--- src/wormhole_pkg.sv ---
package wormhole_pkg;

  // physical flit width between the two ends of the link
  localparam int flit_width_c = 32;

  // destination coordinate, sits in the lowest bits of the first flit
  localparam int cord_width_c = 4;

  // number of flits that follow the first header flit
  localparam int len_width_c = 4;

  // full header word, wormhole fields plus protocol header
  localparam int hdr_width_c = 64;

  // number of flits that one header word occupies on the wire
  localparam int hdr_flits_c = hdr_width_c / flit_width_c;

  // ceiling of a over b, used to derive element counts from widths
  function automatic int cdiv(input int a, input int b);
    return (a + b - 1) / b;
  endfunction

  // the header as the client sees it, cord in the low bits so it leads on the wire
  typedef struct packed {
    logic [hdr_width_c-len_width_c-cord_width_c-1:0] pr_hdr;
    logic [len_width_c-1:0]                          len;
    logic [cord_width_c-1:0]                         cord;
  } wormhole_hdr_fields_s;

  // one header word, decoded either by field or as the flits that carry it
  typedef union packed {
    wormhole_hdr_fields_s                             fields;
    logic [hdr_flits_c-1:0][flit_width_c-1:0]         flits;
  } wormhole_hdr_u;

endpackage

--- src/protocol_pkg.sv ---
package protocol_pkg;

  // protocol header carried behind the wormhole fields
  localparam int pr_hdr_width_c = 56;

  // one protocol data beat
  localparam int pr_data_width_c = 64;

  // field widths of the protocol header
  localparam int pr_opcode_width_c = 8;
  localparam int pr_tag_width_c = 8;
  localparam int pr_addr_width_c = 40;

  // the protocol header as the client fills it in
  // opcode sits on top so the address lands next to the wormhole length
  typedef struct packed {
    logic [pr_opcode_width_c-1:0] opcode;
    logic [pr_tag_width_c-1:0]    tag;
    logic [pr_addr_width_c-1:0]   addr;
  } pr_hdr_s;

endpackage

--- src/stream_ctrl_if.sv ---
`timescale 1ns/100ps

// phase tracking between a stream block and its control
// the stream block reports flit moves, the control answers with the phase
interface stream_ctrl_if
  #(parameter int len_width_p = wormhole_pkg::len_width_c
  )
  ();

  // length field as it sits on the current link flit
  logic [len_width_p-1:0] len;
  // one pulse per flit that moves on the link
  logic                   accept;
  // phase of the next flit
  logic                   is_hdr;
  logic                   is_data;

  modport owner (output len, output accept, input is_hdr, input is_data);
  modport ctrl (input len, input accept, output is_hdr, output is_data);

endinterface

--- src/wormhole_stream_control.sv ---
`timescale 1ns/100ps

// follows the flits of one link and tells header flits from data flits
module wormhole_stream_control
  #(parameter int len_width_p = 4
  , parameter int hdr_len_p = 2
  )
  (input logic          clk_i
  , input logic         reset_i
  , stream_ctrl_if.ctrl ctrl_io
  );

  // position of the next flit in its packet, zero means first header flit
  logic [len_width_p-1:0] cnt_r;
  // packet length, taken from the first header flit
  logic [len_width_p-1:0] len_r;
  // set once the header is through and data flits follow
  logic                   data_r;

  logic [len_width_p-1:0] cur_len;
  logic                   last_flit;
  logic                   hdr_done;

  // on the first flit the length is still on the wire and not yet stored
  assign cur_len = (cnt_r == '0) ? ctrl_io.len : len_r;

  // the length counts flits after the first, so the last one sits at index len
  assign last_flit = (cnt_r == cur_len);

  // this flit completes the header
  assign hdr_done = (cnt_r == len_width_p'(hdr_len_p - 1));

  always_ff @(posedge clk_i)
    begin
      if (reset_i)
        begin
          cnt_r  <= '0;
          data_r <= 1'b0;
        end
      else if (ctrl_io.accept)
        begin
          if (last_flit)
            begin
              // back to header phase for the next packet
              cnt_r  <= '0;
              data_r <= 1'b0;
            end
          else
            begin
              cnt_r <= cnt_r + 1'b1;
              // a packet that ends with its header never enters data phase
              if (hdr_done)
                data_r <= 1'b1;
            end
        end
    end

  // the length only matters once the first flit has gone by
  always_ff @(posedge clk_i)
    begin
      if (ctrl_io.accept && (cnt_r == '0))
        len_r <= ctrl_io.len;
    end

  // header phase follows the counter, data phase follows the flag
  assign ctrl_io.is_hdr  = (cnt_r < len_width_p'(hdr_len_p));
  assign ctrl_io.is_data = data_r;

  // counter and flag must always agree on exactly one phase
  // otherwise the owning block would steer a flit nowhere or twice
  a_one_phase: assert property (@(posedge clk_i) disable iff (reset_i)
    $onehot({ctrl_io.is_hdr, ctrl_io.is_data}));

endmodule

--- src/serial_in_parallel_out.sv ---
`timescale 1ns/100ps

// gathers els_p narrow words into one wide word, first word in the low element
module serial_in_parallel_out
  #(parameter int width_p = 32
  , parameter int els_p = 2
  )
  (input logic                               clk_i
  , input logic                              reset_i
  , input logic [width_p-1:0]                data_i
  , input logic                              v_i
  , output logic                             ready_o
  , output logic [els_p-1:0][width_p-1:0]    data_o
  , output logic                             v_o
  , input logic                              yumi_i
  );

  localparam int cnt_width_lp = (els_p > 1) ? $clog2(els_p) : 1;

  // new words enter at the top and walk down to element zero
  logic [els_p-1:0][width_p-1:0] shift_r;
  // words taken so far for the word being built
  logic [cnt_width_lp-1:0]       cnt_r;
  // a complete word waits for the client
  logic                          full_r;

  logic accept;
  logic last_el;

  assign accept  = v_i & ready_o;
  assign last_el = (cnt_r == cnt_width_lp'(els_p - 1));

  always_ff @(posedge clk_i)
    begin
      if (reset_i)
        begin
          cnt_r  <= '0;
          full_r <= 1'b0;
        end
      else if (yumi_i)
        full_r <= 1'b0;
      else if (accept)
        begin
          if (last_el)
            begin
              cnt_r  <= '0;
              full_r <= 1'b1;
            end
          else
            cnt_r <= cnt_r + 1'b1;
        end
    end

  // after els_p shifts the first word has reached element zero
  always_ff @(posedge clk_i)
    begin
      if (accept)
        begin
          for (int i = 0; i < els_p - 1; i++)
            shift_r[i] <= shift_r[i+1];
          shift_r[els_p-1] <= data_i;
        end
    end

  // no new word comes in while a full one is still held
  assign ready_o = ~full_r;
  assign v_o     = full_r;
  assign data_o  = shift_r;

  // the client may only take a word that is on offer
  a_yumi_on_valid: assert property (@(posedge clk_i) disable iff (reset_i)
    yumi_i |-> v_o);

endmodule

--- src/parallel_in_serial_out.sv ---
`timescale 1ns/100ps

// splits one wide word into els_p narrow words, lowest element first
module parallel_in_serial_out
  #(parameter int width_p = 32
  , parameter int els_p = 2
  )
  (input logic                               clk_i
  , input logic                              reset_i
  , input logic [els_p-1:0][width_p-1:0]     data_i
  , input logic                              valid_i
  , output logic                             ready_o
  , output logic [width_p-1:0]               data_o
  , output logic                             valid_o
  , input logic                              yumi_i
  );

  localparam int idx_width_lp = (els_p > 1) ? $clog2(els_p) : 1;

  // the word being sent out
  logic [els_p-1:0][width_p-1:0] data_r;
  // element currently on offer
  logic [idx_width_lp-1:0]       idx_r;
  // high from the word's arrival until its last element is taken
  logic                          busy_r;

  logic accept;
  logic last_el;

  assign accept  = valid_i & ready_o;
  assign last_el = (idx_r == idx_width_lp'(els_p - 1));

  always_ff @(posedge clk_i)
    begin
      if (reset_i)
        begin
          idx_r  <= '0;
          busy_r <= 1'b0;
        end
      else if (accept)
        begin
          idx_r  <= '0;
          busy_r <= 1'b1;
        end
      else if (yumi_i)
        begin
          if (last_el)
            begin
              // ready again on the next cycle
              idx_r  <= '0;
              busy_r <= 1'b0;
            end
          else
            idx_r <= idx_r + 1'b1;
        end
    end

  always_ff @(posedge clk_i)
    begin
      if (accept)
        data_r <= data_i;
    end

  assign ready_o = ~busy_r;
  assign valid_o = busy_r;
  assign data_o  = data_r[idx_r];

  // an element on offer holds until the consumer takes it
  a_hold_until_yumi: assert property (@(posedge clk_i) disable iff (reset_i)
    (valid_o && !yumi_i) |=> (valid_o && $stable(data_o)));

endmodule

--- src/wormhole_stream_in.sv ---
`timescale 1ns/100ps

// sender side, serializes a header word and its data beats onto the flit wire
module wormhole_stream_in
  #(parameter int flit_width_p = 32
  , parameter int len_width_p = 4
  , parameter int cord_width_p = 4
  , parameter int hdr_width_p = 64
  , parameter int pr_data_width_p = 64
  )
  (input logic                          clk_i
  , input logic                         reset_i
  , input logic [hdr_width_p-1:0]       hdr_i
  , input logic                         hdr_v_i
  , output logic                        hdr_ready_and_o
  , input logic [pr_data_width_p-1:0]   data_i
  , input logic                         data_v_i
  , output logic                        data_ready_and_o
  , output logic [flit_width_p-1:0]     link_data_o
  , output logic                        link_v_o
  , input logic                         link_ready_and_i
  );

  localparam int hdr_len_lp = wormhole_pkg::cdiv(hdr_width_p, flit_width_p);
  localparam int data_len_lp = wormhole_pkg::cdiv(pr_data_width_p, flit_width_p);

  // the header seen as the flits that carry it
  wormhole_pkg::wormhole_hdr_u hdr_cast;

  logic [flit_width_p-1:0] hdr_flit;
  logic [flit_width_p-1:0] data_flit;
  logic                    hdr_flit_v;
  logic                    data_flit_v;
  logic                    link_accept;

  stream_ctrl_if #(.len_width_p(len_width_p)) ctrl_if ();

  assign hdr_cast = hdr_i;

  // header flits, the one with cord and len leaves first
  parallel_in_serial_out
    #(.width_p(flit_width_p)
    , .els_p  (hdr_len_lp)
    )
  hdr_piso
    (.clk_i  (clk_i)
    , .reset_i(reset_i)
    , .data_i (hdr_cast.flits)
    , .valid_i(hdr_v_i)
    , .ready_o(hdr_ready_and_o)
    , .data_o (hdr_flit)
    , .valid_o(hdr_flit_v)
    , .yumi_i (ctrl_if.is_hdr & link_accept)
    );

  // data flits, low half of each beat first
  parallel_in_serial_out
    #(.width_p(flit_width_p)
    , .els_p  (data_len_lp)
    )
  data_piso
    (.clk_i  (clk_i)
    , .reset_i(reset_i)
    , .data_i (data_i)
    , .valid_i(data_v_i)
    , .ready_o(data_ready_and_o)
    , .data_o (data_flit)
    , .valid_o(data_flit_v)
    , .yumi_i (ctrl_if.is_data & link_accept)
    );

  // the phase decides which buffer owns the wire
  // a data beat taken early simply waits until its header is out
  assign link_data_o = ctrl_if.is_hdr ? hdr_flit : data_flit;
  assign link_v_o    = ctrl_if.is_hdr ? hdr_flit_v : data_flit_v;
  assign link_accept = link_v_o & link_ready_and_i;

  // the length is only looked at on the first header flit
  assign ctrl_if.len    = link_data_o[cord_width_p+:len_width_p];
  assign ctrl_if.accept = link_accept;

  wormhole_stream_control
    #(.len_width_p(len_width_p)
    , .hdr_len_p  (hdr_len_lp)
    )
  stream_control
    (.clk_i  (clk_i)
    , .reset_i(reset_i)
    , .ctrl_io(ctrl_if.ctrl)
    );

  // the flit view of the header is fixed by the link format
  if ($bits(wormhole_pkg::wormhole_hdr_u) != hdr_width_p
      || wormhole_pkg::flit_width_c != flit_width_p)
    begin : g_hdr_view_check
      $fatal(1, "header view needs %0d-bit headers on %0d-bit flits",
             $bits(wormhole_pkg::wormhole_hdr_u), wormhole_pkg::flit_width_c);
    end

  if (pr_data_width_p % flit_width_p != 0)
    begin : g_data_width_check
      $fatal(1, "data width %0d is not a multiple of flit width %0d",
             pr_data_width_p, flit_width_p);
    end

endmodule

--- src/wormhole_stream_out.sv ---
`timescale 1ns/100ps

// receiver side, splits the flit stream into a header word and data beats
// only one item is gathered at a time, the client drains each with yumi
module wormhole_stream_out
  #(parameter int flit_width_p = 32
  , parameter int len_width_p = 4
  , parameter int cord_width_p = 4
  , parameter int hdr_width_p = 64
  , parameter int pr_data_width_p = 64
  )
  (input logic                          clk_i
  , input logic                         reset_i
  , input logic [flit_width_p-1:0]      link_data_i
  , input logic                         link_v_i
  , output logic                        link_ready_and_o
  , output logic [hdr_width_p-1:0]      hdr_o
  , output logic                        hdr_v_o
  , input logic                         hdr_yumi_i
  , output logic [pr_data_width_p-1:0]  data_o
  , output logic                        data_v_o
  , input logic                         data_yumi_i
  );

  localparam int hdr_len_lp = wormhole_pkg::cdiv(hdr_width_p, flit_width_p);
  localparam int data_len_lp = wormhole_pkg::cdiv(pr_data_width_p, flit_width_p);

  logic [hdr_len_lp-1:0][flit_width_p-1:0]  hdr_lo;
  logic [data_len_lp-1:0][flit_width_p-1:0] data_lo;
  logic                                     hdr_ready_lo;
  logic                                     data_ready_lo;

  stream_ctrl_if #(.len_width_p(len_width_p)) ctrl_if ();

  // header flits collect here until the whole word is there
  serial_in_parallel_out
    #(.width_p(flit_width_p)
    , .els_p  (hdr_len_lp)
    )
  hdr_sipo
    (.clk_i  (clk_i)
    , .reset_i(reset_i)
    , .data_i (link_data_i)
    , .v_i    (ctrl_if.is_hdr & link_v_i)
    , .ready_o(hdr_ready_lo)
    , .data_o (hdr_lo)
    , .v_o    (hdr_v_o)
    , .yumi_i (hdr_yumi_i)
    );

  // data flits collect here one beat at a time
  serial_in_parallel_out
    #(.width_p(flit_width_p)
    , .els_p  (data_len_lp)
    )
  data_sipo
    (.clk_i  (clk_i)
    , .reset_i(reset_i)
    , .data_i (link_data_i)
    , .v_i    (ctrl_if.is_data & link_v_i)
    , .ready_o(data_ready_lo)
    , .data_o (data_lo)
    , .v_o    (data_v_o)
    , .yumi_i (data_yumi_i)
    );

  assign hdr_o  = hdr_lo;
  assign data_o = data_lo;

  // a full buffer in the current phase stalls the whole link
  assign link_ready_and_o = ctrl_if.is_hdr ? hdr_ready_lo : data_ready_lo;

  assign ctrl_if.len    = link_data_i[cord_width_p+:len_width_p];
  assign ctrl_if.accept = link_v_i & link_ready_and_o;

  wormhole_stream_control
    #(.len_width_p(len_width_p)
    , .hdr_len_p  (hdr_len_lp)
    )
  stream_control
    (.clk_i  (clk_i)
    , .reset_i(reset_i)
    , .ctrl_io(ctrl_if.ctrl)
    );

  if (hdr_width_p % flit_width_p != 0)
    begin : g_hdr_width_check
      $fatal(1, "header width %0d is not a multiple of flit width %0d",
             hdr_width_p, flit_width_p);
    end

  if (pr_data_width_p % flit_width_p != 0)
    begin : g_data_width_check
      $fatal(1, "data width %0d is not a multiple of flit width %0d",
             pr_data_width_p, flit_width_p);
    end

endmodule

--- src/wormhole_stream_link.sv ---
`timescale 1ns/100ps

// sender and receiver joined over one flit wire
module wormhole_stream_link
  #(parameter int flit_width_p = wormhole_pkg::flit_width_c
  , parameter int cord_width_p = wormhole_pkg::cord_width_c
  , parameter int len_width_p = wormhole_pkg::len_width_c
  , parameter int pr_hdr_width_p = protocol_pkg::pr_hdr_width_c
  , parameter int pr_data_width_p = protocol_pkg::pr_data_width_c
  , localparam int hdr_width_lp = cord_width_p + len_width_p + pr_hdr_width_p
  )
  (input logic                          clk_i
  , input logic                         reset_i
  , input logic [hdr_width_lp-1:0]      hdr_i
  , input logic                         hdr_v_i
  , output logic                        hdr_ready_and_o
  , input logic [pr_data_width_p-1:0]   data_i
  , input logic                         data_v_i
  , output logic                        data_ready_and_o
  , output logic [hdr_width_lp-1:0]     hdr_o
  , output logic                        hdr_v_o
  , input logic                         hdr_yumi_i
  , output logic [pr_data_width_p-1:0]  data_o
  , output logic                        data_v_o
  , input logic                         data_yumi_i
  );

  // the flit wire between the two ends
  logic [flit_width_p-1:0] flit;
  logic                    flit_v;
  logic                    flit_ready_and;

  wormhole_stream_in
    #(.flit_width_p   (flit_width_p)
    , .len_width_p    (len_width_p)
    , .cord_width_p   (cord_width_p)
    , .hdr_width_p    (hdr_width_lp)
    , .pr_data_width_p(pr_data_width_p)
    )
  stream_in
    (.clk_i           (clk_i)
    , .reset_i         (reset_i)
    , .hdr_i           (hdr_i)
    , .hdr_v_i         (hdr_v_i)
    , .hdr_ready_and_o (hdr_ready_and_o)
    , .data_i          (data_i)
    , .data_v_i        (data_v_i)
    , .data_ready_and_o(data_ready_and_o)
    , .link_data_o     (flit)
    , .link_v_o        (flit_v)
    , .link_ready_and_i(flit_ready_and)
    );

  wormhole_stream_out
    #(.flit_width_p   (flit_width_p)
    , .len_width_p    (len_width_p)
    , .cord_width_p   (cord_width_p)
    , .hdr_width_p    (hdr_width_lp)
    , .pr_data_width_p(pr_data_width_p)
    )
  stream_out
    (.clk_i           (clk_i)
    , .reset_i         (reset_i)
    , .link_data_i     (flit)
    , .link_v_i        (flit_v)
    , .link_ready_and_o(flit_ready_and)
    , .hdr_o           (hdr_o)
    , .hdr_v_o         (hdr_v_o)
    , .hdr_yumi_i      (hdr_yumi_i)
    , .data_o          (data_o)
    , .data_v_o        (data_v_o)
    , .data_yumi_i     (data_yumi_i)
    );

endmodule

--- config.mk ---
export PLATFORM = sky130hd
export DESIGN_NAME = wormhole_stream_link
export DESIGN_NICKNAME = d
export VERILOG_FILES = /design/src/wormhole_pkg.sv /design/src/protocol_pkg.sv /design/src/stream_ctrl_if.sv /design/src/wormhole_stream_control.sv /design/src/serial_in_parallel_out.sv /design/src/parallel_in_serial_out.sv /design/src/wormhole_stream_in.sv /design/src/wormhole_stream_out.sv /design/src/wormhole_stream_link.sv
export SDC_FILE = /design/constraint.sdc
export NUM_CORES = 1
export LEC_CHECK = 0
export ABC_AREA = 1
export ABC_CLOCK_PERIOD_IN_PS = 10070
export BUFFER_PORTS_ARGS = -buffer_cell sky130_fd_sc_hd__buf_2
export CAP_MARGIN = 20
export CORE_UTILIZATION = 25
export DETAILED_ROUTE_END_ITERATION = 10
export GPL_TIMING_DRIVEN = 0
export PLACE_DENSITY_LB_ADDON = 0.15
export SLEW_MARGIN = 20
export SYNTH_ARGS = -nofsm -noshare
export SYNTH_HDL_FRONTEND = slang
export SYNTH_SLANG_ARGS = --single-unit
--- constraint.sdc ---
create_clock -name clk_i -period 10.07 [get_ports clk_i]
set_clock_uncertainty 0.15 [all_clocks]
set_input_delay 0.5035 -clock clk_i [delete_from_list [all_inputs] [get_ports clk_i]]
set_output_delay 0.5035 -clock clk_i [all_outputs]
set_load 0.005 [all_outputs]
Word level (Yosys, flattened, before mapping)

Cells that the tools add are included.

Reduce and logical (&&, ||, !) cells: 22
$lt $le $gt $ge: 4
Add/sub/neg operators: 6
Bitwise operators: 15
Eq/ne operators: 4
Muxes and demuxes: 25

Operators by type and width:

| operator                                                              | count |
|---|---|
| 32-bit 2-to-1 mux                                                     | 5 |
| 1-bit 2-to-1 mux                                                      | 16 |
| 4-bit 2-to-1 mux                                                      | 4 |
| 2-bit AND reduction                                                   | 8 |
| 2-bit nonzero test                                                    | 6 |
| 1-bit bitwise AND                                                     | 9 |
| 4-bit by 1-bit adder with 4-bit output, second input constant         | 2 |
| 4-bit by 1-bit equality test with 1-bit output, second input constant | 2 |
| 4-bit equality test                                                   | 2 |
| 4-bit zero test                                                       | 2 |
| 4-bit by 2-bit < comparator with 1-bit output, second input constant  | 2 |
| 2-bit OR reduction                                                    | 4 |
| 1-bit NOT                                                             | 6 |
| 1-bit adder, second input constant                                    | 4 |
| 1-bit by 2-bit < comparator with 1-bit output, second input constant  | 2 |
| 1-bit logical AND                                                     | 2 |

Bits of input ports: 134
Register bits after elaboration: 282

Logic depth before layout (Yosys ltp)

Gate-level depths: netlist (run 1).

Word-level depth: 7
Mapped depth: 13
Depth with buffers taken out: 12

By module

From an unflattened synthesis (run 1), not the netlist that was laid out.

Cell total of the unflattened synthesis: 815
Area, all modules: 10774.1 µm²

By module, submodules not included:

| module                  | area an instance (µm²) | seq. area each (µm²) | cells an instance | instances |
|---|---|---|---|---|
| parallel_in_serial_out  | 2483.6                 | 1961.9               | 184               | 2 |
| serial_in_parallel_out  | 2033.2                 | 1961.9               | 81                | 2 |
| wormhole_stream_control | 595.6                  | 220.2                | 78                | 2 |
| wormhole_stream_in      | 493.0                  | 0.0                  | 116               | 1 |
| wormhole_stream_out     | 56.3                   | 0.0                  | 13                | 1 |

Worst setup path after synthesis (run 1)

No wires, ideal clock.

Kind: reg2reg
Start: reg stream_in.stream_control.cnt_r[2]
End: reg stream_out.hdr_sipo.cnt_r
Setup slack: 3.884 ns
Data required time: 9.793 ns
Period minus slack after synthesis: 6.186 ns
Cell stages (with the launch flop): 10
Arrival: 5.910 ns
Path through: dfxtp_1 nor2_1 nand2_2 buf_6 nand2_4 o21ai_2 nor3_1 nand2_1 o21ai_0 a21oi_1

Longest elaborated chain between the ends: 5

Ends and longest elaborated chain:

| what                                          | line                          | RTL |
|---|---|---|
| from (decl)                                   | wormhole_stream_control.sv:14 | `logic [len_width_p-1:0] cnt_r;` |
| from (signal assigned)                        | wormhole_stream_control.sv:50 | `cnt_r <= cnt_r + 1'b1;` |
| 4-bit by 2-bit < comparator with 1-bit output | wormhole_stream_control.sv:66 | `assign ctrl_io.is_hdr = (cnt_r < len_width_p'(hdr_len_p));` |
| 1-bit 2-to-1 mux                              | wormhole_stream_in.sv:75      | `assign link_v_o = ctrl_if.is_hdr ? hdr_flit_v : data_flit_v;` |
| 1-bit bitwise AND                             | wormhole_stream_out.sv:44     | `, .v_i (ctrl_if.is_hdr & link_v_i)` |
| 1-bit bitwise AND                             | serial_in_parallel_out.sv:30  | `assign accept = v_i & ready_o;` |
| via stream_out.hdr_sipo.accept                | serial_in_parallel_out.sv:27  | `logic accept;` |
| 2-bit AND reduction (no line)                 | --                            |  |
| to (signal assigned)                          | serial_in_parallel_out.sv:50  | `cnt_r <= cnt_r + 1'b1;` |
| to (decl)                                     | serial_in_parallel_out.sv:23  | `logic [cnt_width_lp-1:0] cnt_r;` |

The timed path passes the listed nets, and every way through them passes these cells.
A chain may end at the register's enable or synchronous reset.

Worst setup path after layout (run 1)

Start: reg stream_in.stream_control.cnt_r[2]
End: reg stream_out.hdr_sipo.shift_r (netlist bit stream_out.hdr_sipo.data_o[30]), enable pin

Longest elaborated chain between the ends: 4

Ends and longest elaborated chain:

| what                                          | line                          | RTL |
|---|---|---|
| 4-bit by 2-bit < comparator with 1-bit output | wormhole_stream_control.sv:66 |  |
| 1-bit 2-to-1 mux                              | wormhole_stream_in.sv:75      |  |
| 1-bit bitwise AND                             | wormhole_stream_out.sv:44     |  |
| 1-bit bitwise AND                             | serial_in_parallel_out.sv:30  |  |
| via stream_out.hdr_sipo.accept                | serial_in_parallel_out.sv:27  |  |
| to (signal, indexed assignment)               | serial_in_parallel_out.sv:60  | `shift_r[i] <= shift_r[i+1];` |
| to (signal, indexed assignment)               | serial_in_parallel_out.sv:61  | `shift_r[els_p-1] <= data_i;` |
| to (decl)                                     | serial_in_parallel_out.sv:21  | `logic [els_p-1:0][width_p-1:0] shift_r;` |

The timed path passes the listed nets, and every way through them passes these cells.

==> results.py, run 1 <==
metrics = {
    "status": {
        "status": "completed",
    },
    "floorplan": {
        "die_w_um": 205.0,
        "num_rows": 74,
        "fp.dieH_um": 205.0,
        "io_pins": 266,
        "initial_core_util": 0.2529,
        "core_area_sq_mm": 0.04074,
        "dieArea_sq_mm": 0.04204,
    },
    "hold_path": {
        "worstHoldStart": "data_yumi_i",
        "hold_path.class": "primary input to flip-flop",
        "holdPathStages": 4,
        "min_to": "stream_out.data_sipo.v_o$_SDFFE_PP0P_",
    },
    "power_and_ir_drop": {
        "power.density_mw_per_mm2": 247.1,
        "vdd_drop_max_mv": 0.1538,
        "p_leak_nw": 5.789,
    },
    "clock_network": {
        "post_cts_buffers": 0,
        "cts_tree": "built",
        "cts_hold_buf": 129,
        "cts_resized": 0,
        "htree_levels": 2,
        "clk_pin_slew_ns": 0.06,
        "clkSinkCount": 282,
        "cts-root-buf": "clkbuf_16",
        "cts_buffers": 34,
        "cts_max_path_buffers": 3,
        "clk_latency_ns": 0.54,
    },
    "grt": {
        "grt.overflow.total": 0,
        "grt_pass1_wl_um": 41300,
        "grt_antenna_before_repair": 2,
        "grt_pass1_vias": 7006,
        "groute.usage.overall": 0.1331,
        "grt_max_degree": 37,
    },
    "logic_synthesis": {
        "synth_top_area_frac": 0.7693,
        "yosys.area_share.simple": 0.08366,
        "synth_compound_area_frac": 0.04675,
        "synthMuxAreaShare": 0.02720,
        "syn_nets": 792,
        "ys_dominant_reg_cell": "edfxtp_1",
        "synth_xor_area_frac": 0.005100,
        "synth_top_cell_by_area": "edfxtp_1",
        "synth_area_leaders": "edfxtp_1 77%, dfxtp_1 3.5%, nand2_1 3.4%",
        "syn_avg_cell_area_sq_um": 15.81,
        "synth_top_family_by_area": "simple AND/OR/NAND/NOR gates",
        "ys_ff_latch": 282,
        "synth_edf_count": 264,
        "synthCells": 652,
        "yosysWarnings": 0,
        "ys_types": 28,
        "synth_area_sq_mm": 0.01030,
        "synth-seq-area-share": 0.8043,
        "synth_fa_ha_area_frac": 0.007285,
        "synthArstFlopShare": 0,
    },
    "placed_design": {
        "place_ws_ns": 7.037,
        "routabilityCongestion": 0.7678,
        "io_buffers": 264,
        "hpwl_um": 19310,
        "dp.cells": 1463,
    },
    "timing": {
        "max_freq_mhz": 337.8,
        "slew_headroom": 0.3203,
        "slew_violations": 0,
        "worst_slew_pin_slew_ns": 1.020,
        "rsz0062_at_grt": "no",
        "fin_ws_ns": 7.110,
        "setup_violations": 0,
        "finalCritPeriodShare": 0.2940,
        "hold_ws_ns": 0.07879,
        "tns_ns": 0,
        "fin_crit_ns": 2.960,
        "final-hold-violation-count": 0,
    },
    "setup_path": {
        "cp_max_fo": 10,
        "worst-r2r-setup-slack_ns": 7.11,
        "crit_required_ns": 10.16,
        "r2r_cells": 11,
        "cp-start-kind": "flip-flop",
        "r2r-start": "stream_in.stream_control.cnt_r[2]$_SDFFE_PP0N_",
        "worstPathArrival_ns": 3.05,
        "reg2reg_to": "stream_out.hdr_sipo.data_o[30]$_DFFE_PP_",
        "end_kind": "flip-flop",
        "worst-setup-path-type": "flip-flop to flip-flop",
    },
    "detailed_routing": {
        "ant_nets": 0,
        "drc": 0,
        "viasPerCell": 4.062,
        "num_vias": 6715,
        "m1WireLength_um": 12310,
        "first_pass_iters": 4,
        "dr_wl_met2_um": 13200,
        "drt_iter0_drc": 311,
        "met3WireLength_um": 1648,
        "wl_um": 27780,
        "wl_per_cell_um": 16.81,
        "highest_layer": "met5",
    },
    "finish": {
        "final_core_util": 0.3669,
        "mostFrequentLayoutCell": "buf_2",
        "final_cells": 1653,
        "areaGrowthSynthToFinish_pct": 45.06,
        "nets": 1236,
        "final_cell_mix": "272 x buf_2, 264 x edfxtp_1, 129 x dlygate4sd3_1, 93 x nand2_1",
        "drive_gt1_frac": 0.3455,
        "fillers": 4027,
    },
    "job": {
        "drv_cap": 0,
    },
}
-- worst max-delay path, stage by stage, from the launching register on --
cell and delay, ns:
dfxtp_1 0.35, nor2_1 0.24, nand2_2 0.13, buf_6 0.17, nand2_4 0.05, o21ai_2 0.08, nor3_2 0.38, buf_4 0.27
buf_4 0.21, buf_4 0.20, buf_4 0.21, buf_4 0.21
-- flip-flops by register name (all words and copies together), names as in the netlist --
| register | count |
|---|---|
| stream_in.data_piso.data_r | 64 |
| stream_in.hdr_piso.data_r | 64 |
| stream_out.data_sipo.data_o | 64 |
| stream_out.hdr_sipo.data_o | 64 |
| stream_in.stream_control.cnt_r | 4 |
| stream_in.stream_control.len_r | 4 |
| stream_out.stream_control.cnt_r | 4 |
| stream_out.stream_control.len_r | 4 |
| stream_in.data_piso.idx_r | 1 |
| stream_in.data_piso.valid_o | 1 |
| stream_in.hdr_piso.idx_r | 1 |
| stream_in.hdr_piso.valid_o | 1 |
| stream_in.stream_control.ctrl_io.is_data | 1 |
| stream_out.data_sipo.cnt_r | 1 |
| stream_out.data_sipo.v_o | 1 |
| stream_out.hdr_sipo.cnt_r | 1 |
| stream_out.hdr_sipo.v_o | 1 |
| stream_out.stream_control.ctrl_io.is_data | 1 |
-- cell usage after synthesis, types with 3 or more instances --
cell / number
nor2_1: 21
inv_1: 42
buf_1: 3
o211ai_1: 29
xor2_1: 6
o21ai_0: 40
buf_2: 8
edfxtp_1: 264
dfxtp_1: 18
nand3_1: 27
a21oi_1: 6
nand2_1: 93
ha_1: 6
mux2i_1: 28
clkbuf_1: 9
or2_2: 34
-- layer usage --
metal	vias up	GRT usage
met5	-	0
met4	2	0.04947
met3	44	0.03229
met2	197	0.2181
met1	3198	0.1694
li1	3274	-
-- kinds of logic (layout without fill, tap and decap cells) --
logic type	count (synthesis)	after routing
AOI/OAI and AO/OA	79	79
buffers and inverters	64	532
DFF	282	282
xor gates and xnor gates	6	6
adders and majority gates	6	6
and+or+nand+nor	187	187
muxes	28	28
other	0	1
-- worst max-delay path by stage --
stage,from,slack [ns],endpoint,cells past startpoint
2_1_floorplan,stream_in.stream_control.cnt_r[2]$_SDFFE_PP0N_,3.88,stream_out.hdr_sipo.cnt_r$_SDFFE_PP0P_,9
3_3_place_gp,stream_in.stream_control.cnt_r[2]$_SDFFE_PP0N_,-0.35,stream_out.hdr_sipo.cnt_r$_SDFFE_PP0P_,9
3_5_place_dp,stream_in.stream_control.cnt_r[2]$_SDFFE_PP0N_,7.04,stream_out.hdr_sipo.data_o[62]$_DFFE_PP_,11
4_1_cts,stream_in.stream_control.cnt_r[2]$_SDFFE_PP0N_,7.02,stream_out.hdr_sipo.data_o[30]$_DFFE_PP_,11
5_1_grt,stream_in.stream_control.cnt_r[2]$_SDFFE_PP0N_,6.84,stream_out.hdr_sipo.data_o[55]$_DFFE_PP_,11
6_report,stream_in.stream_control.cnt_r[2]$_SDFFE_PP0N_,7.11,stream_out.hdr_sipo.data_o[30]$_DFFE_PP_,11
-- metrics by stage --
step                power (mW)  cell area, sq um
floorplan                2.076             10300
global placement         2.453             12290
detailed placement       2.457             12530
CTS                      3.771             14950
global route             3.908             14950
finish                   3.694             14950
-- area by class of cell --
type | instances | area [sq um] | share of cell area
Multi-Input combinational cell | 306 | 1764 | 0.1180
Buffer | 22 | 107.6 | 0.007198
Clock buffer | 39 | 869.6 | 0.05817
Timing Repair Buffer | 408 | 2830 | 0.1893
Clock inverter | 21 | 257.7 | 0.01724
Sequential cell | 282 | 8288 | 0.5544
Tap cell | 532 | 665.6 | 0.04453
Antenna cell | 1 | 2.502 | 0.0001674
Inverter | 42 | 162.7 | 0.01088
-- power by group --
group,internal [mW],switching [mW]
clock network,0.754,0.492
registers,1.58,0.0769
logic,0.311,0.476
(Power assumes the default switching activity.)
==> run 2, diff against run 1 <==
--- a/config.mk
+++ b/config.mk
@@ -6,7 +6,7 @@
 export NUM_CORES = 1
 export LEC_CHECK = 0
 export ABC_AREA = 1
-export ABC_CLOCK_PERIOD_IN_PS = 10070
+export ABC_CLOCK_PERIOD_IN_PS = 3050
 export BUFFER_PORTS_ARGS = -buffer_cell sky130_fd_sc_hd__buf_2
 export CAP_MARGIN = 20
 export CORE_UTILIZATION = 25
==> constraint.sdc (replaced) <==
create_clock -name clk_i -period 3.05 [get_ports clk_i]
set_clock_uncertainty 0.15 [all_clocks]
set_input_delay 0.1525 -clock clk_i [delete_from_list [all_inputs] [get_ports clk_i]]
set_output_delay 0.1525 -clock clk_i [all_outputs]
set_load 0.005 [all_outputs]
==> run 2 against run 1 <==
Design area about the same. Global-route usage fell by 0.14 points. Count of clock-buffer cells in the layout is 6 higher. Via count decreased by 0.71%. Sequential power rose to 3.3 times the previous value. Largest power group unchanged. Highest routed layer unchanged.
==> results.py, run 2 (synthesis gave the netlist of run 1 again) <==
metrics = {
    "grt": {
        "groute.usage.overall": 0.1317,
        "grt_antenna_before_repair": 3,
        "grt_max_degree": 52,
        "grt_pass1_wl_um": 40760,
        "grt_pass1_vias": 6931,
        "grt.overflow.total": 0,
    },
    "floorplan": {
        "dieArea_sq_mm": 0.04204,
        "core_area_sq_mm": 0.04074,
        "initial_core_util": 0.2529,
        "fp.dieH_um": 205.0,
        "io_pins": 266,
        "die_w_um": 205.0,
        "num_rows": 74,
    },
    "setup_path": {
        "worstPathArrival_ns": 2.84,
        "path_delay_family": "buffers and inverters",
        "cp-start-kind": "flip-flop",
        "worst-path-stages": 10,
        "worst_path_max_delay_cell": "nor3_4",
        "cp_slowest_stage_delay_ns": 0.47,
        "r2r-start": "stream_in.stream_control.cnt_r[2]$_SDFFE_PP0N_",
        "reg2reg_to": "stream_out.hdr_sipo.data_o[56]$_DFFE_PP_",
        "critPathMostFrequentCell": "buf_8",
        "crit_required_ns": 3.12,
        "worst-r2r-setup-slack_ns": 0.28,
        "worst-setup-path-type": "flip-flop to flip-flop",
        "crit_chain": "nor2_1 > nand2_2 > buf_6 > nand2_4 > o21ai_2 > nor3_4 > buf_8 > buf_8 > buf_8 > buf_8",
        "path_buf_inv": 5,
        "end_kind": "flip-flop",
        "cp_max_fo": 15,
        "r2r_cells": 10,
    },
    "status": {
        "status": "completed",
    },
    "detailed_routing": {
        "first_pass_iters": 4,
        "wl_per_cell_um": 16.70,
        "drt_iter0_drc": 310,
        "wl_um": 27630,
        "ant_nets": 0,
        "num_vias": 6667,
        "drc": 0,
        "viasPerCell": 4.031,
    },
    "placed_design": {
        "io_buffers": 264,
        "hpwl_um": 19270,
        "routabilityCongestion": 0.8051,
        "dp.cells": 1458,
        "placed_cell_area_sq_mm": 0.01251,
        "place_ws_ns": 0.2167,
    },
    "hold_path": {
        "hold_path.class": "primary input to flip-flop",
        "holdPathStages": 2,
        "min_to": "stream_in.data_piso.data_r[47]$_DFFE_PP_",
        "worstHoldStart": "data_i[47]",
    },
    "clock_network": {
        "clkSinkCount": 282,
        "cts_max_path_buffers": 3,
        "cts_resized": 0,
        "htree_levels": 2,
        "cts_tree": "built",
        "cts_buffers": 34,
        "clk_latency_ns": 0.53,
        "clk_pin_slew_ns": 0.05,
        "cts-root-buf": "clkbuf_16",
        "post_cts_buffers": 0,
    },
    "timing": {
        "fin_ws_ns": 0.2788,
        "max_freq_mhz": 360.9,
        "slew_violations": 0,
        "finalCritPeriodShare": 0.9086,
        "fin_crit_ns": 2.771,
        "worst_slew_pin_slew_ns": 1.010,
        "tns_ns": 0,
        "rsz0062_at_grt": "no",
        "setup_violations": 0,
        "final-hold-violation-count": 0,
        "hold_ws_ns": 0.1822,
        "slew_headroom": 0.3267,
    },
    "finish": {
        "final_cell_mix": "272 x buf_2, 264 x edfxtp_1, 135 x dlygate4sd3_1, 93 x nand2_1",
        "stdcell_area_sq_mm": 0.01496,
        "final_core_util": 0.3672,
        "areaGrowthSynthToFinish_pct": 45.16,
        "fillers": 4042,
        "nets": 1237,
        "drive_gt1_frac": 0.3375,
        "mostFrequentLayoutCell": "buf_2",
        "regArea_sq_mm": 0.008288,
        "final_cells": 1654,
        "multi_input_area_sq_mm": 0.001770,
    },
    "power_and_ir_drop": {
        "p_leak_nw": 5.763,
        "total_power_mw": 12.06,
        "power.density_mw_per_mm2": 806.1,
        "vdd_drop_max_mv": 0.4281,
    },
    "job": {
        "drv_cap": 0,
    },
}
## run 2: cell types whose count changed in the layout (fill, tap and decap cells not counted), moves of 2 or more
cell           previous run  this run
buf_4                     9         0
buf_8                     0         4
bufinv_16                 5         2
clkbuf_1                 14        17
clkbuf_16                34        37
clkinv_2                  5         1
clkinvlp_4                1         4
dlygate4sd3_1           129       135
inv_6                     2         0
## run 2: timing repair
item,CTS,global route
endpoints found under the hold margin,136,0
setup endpoints to repair,0,0
hold buffers,135,0
## run 2: area by class of cell
class / instances / area share
Antenna cell: 2 / 0.0003346
Buffer: 22 / 0.007194
Clock buffer: 45 / 0.06391
Clock inverter: 14 / 0.009118
Inverter: 42 / 0.01087
Multi-Input combinational cell: 306 / 0.1184
Sequential cell: 282 / 0.5541
Tap cell: 532 / 0.04450
Timing Repair Buffer: 409 / 0.1916
## run 2: worst max path at each step
stage	startpoint	endpoint	slack, ns
finish	stream_in.stream_control.cnt_r[2]$_SDFFE_PP0N_	stream_out.hdr_sipo.data_o[56]$_DFFE_PP_	0.28
global route	stream_in.stream_control.cnt_r[2]$_SDFFE_PP0N_	stream_out.hdr_sipo.data_o[59]$_DFFE_PP_	0.05
CTS	stream_in.stream_control.cnt_r[2]$_SDFFE_PP0N_	stream_out.hdr_sipo.data_o[56]$_DFFE_PP_	0.21
detailed placement	stream_in.stream_control.cnt_r[2]$_SDFFE_PP0N_	stream_out.hdr_sipo.data_o[62]$_DFFE_PP_	0.22
global placement	stream_in.stream_control.cnt_r[2]$_SDFFE_PP0N_	stream_out.hdr_sipo.cnt_r$_SDFFE_PP0P_	-1.61
floorplan	stream_in.stream_control.cnt_r[2]$_SDFFE_PP0N_	stream_out.hdr_sipo.cnt_r$_SDFFE_PP0P_	-0.06
## run 2: power breakdown
part	switching [mW]	internal, mW	total [mW]
Clock	1.57	2.38	3.95
Combinational	1.59	1.04	2.63
Sequential	0.251	5.23	5.48
## run 2: layer usage
layer / routed length [um] / vias to the layer above / share of wire / track usage
li1: - / 3273 / - / -
met2: 13040 / 211 / 0.47 / 0.2145
met1: 12120 / 3138 / 0.44 / 0.1680
met3: 1850 / 43 / 0.067 / 0.03293
met5: 13 / - / 0.00047 / 0
met4: 603 / 2 / 0.022 / 0.04921
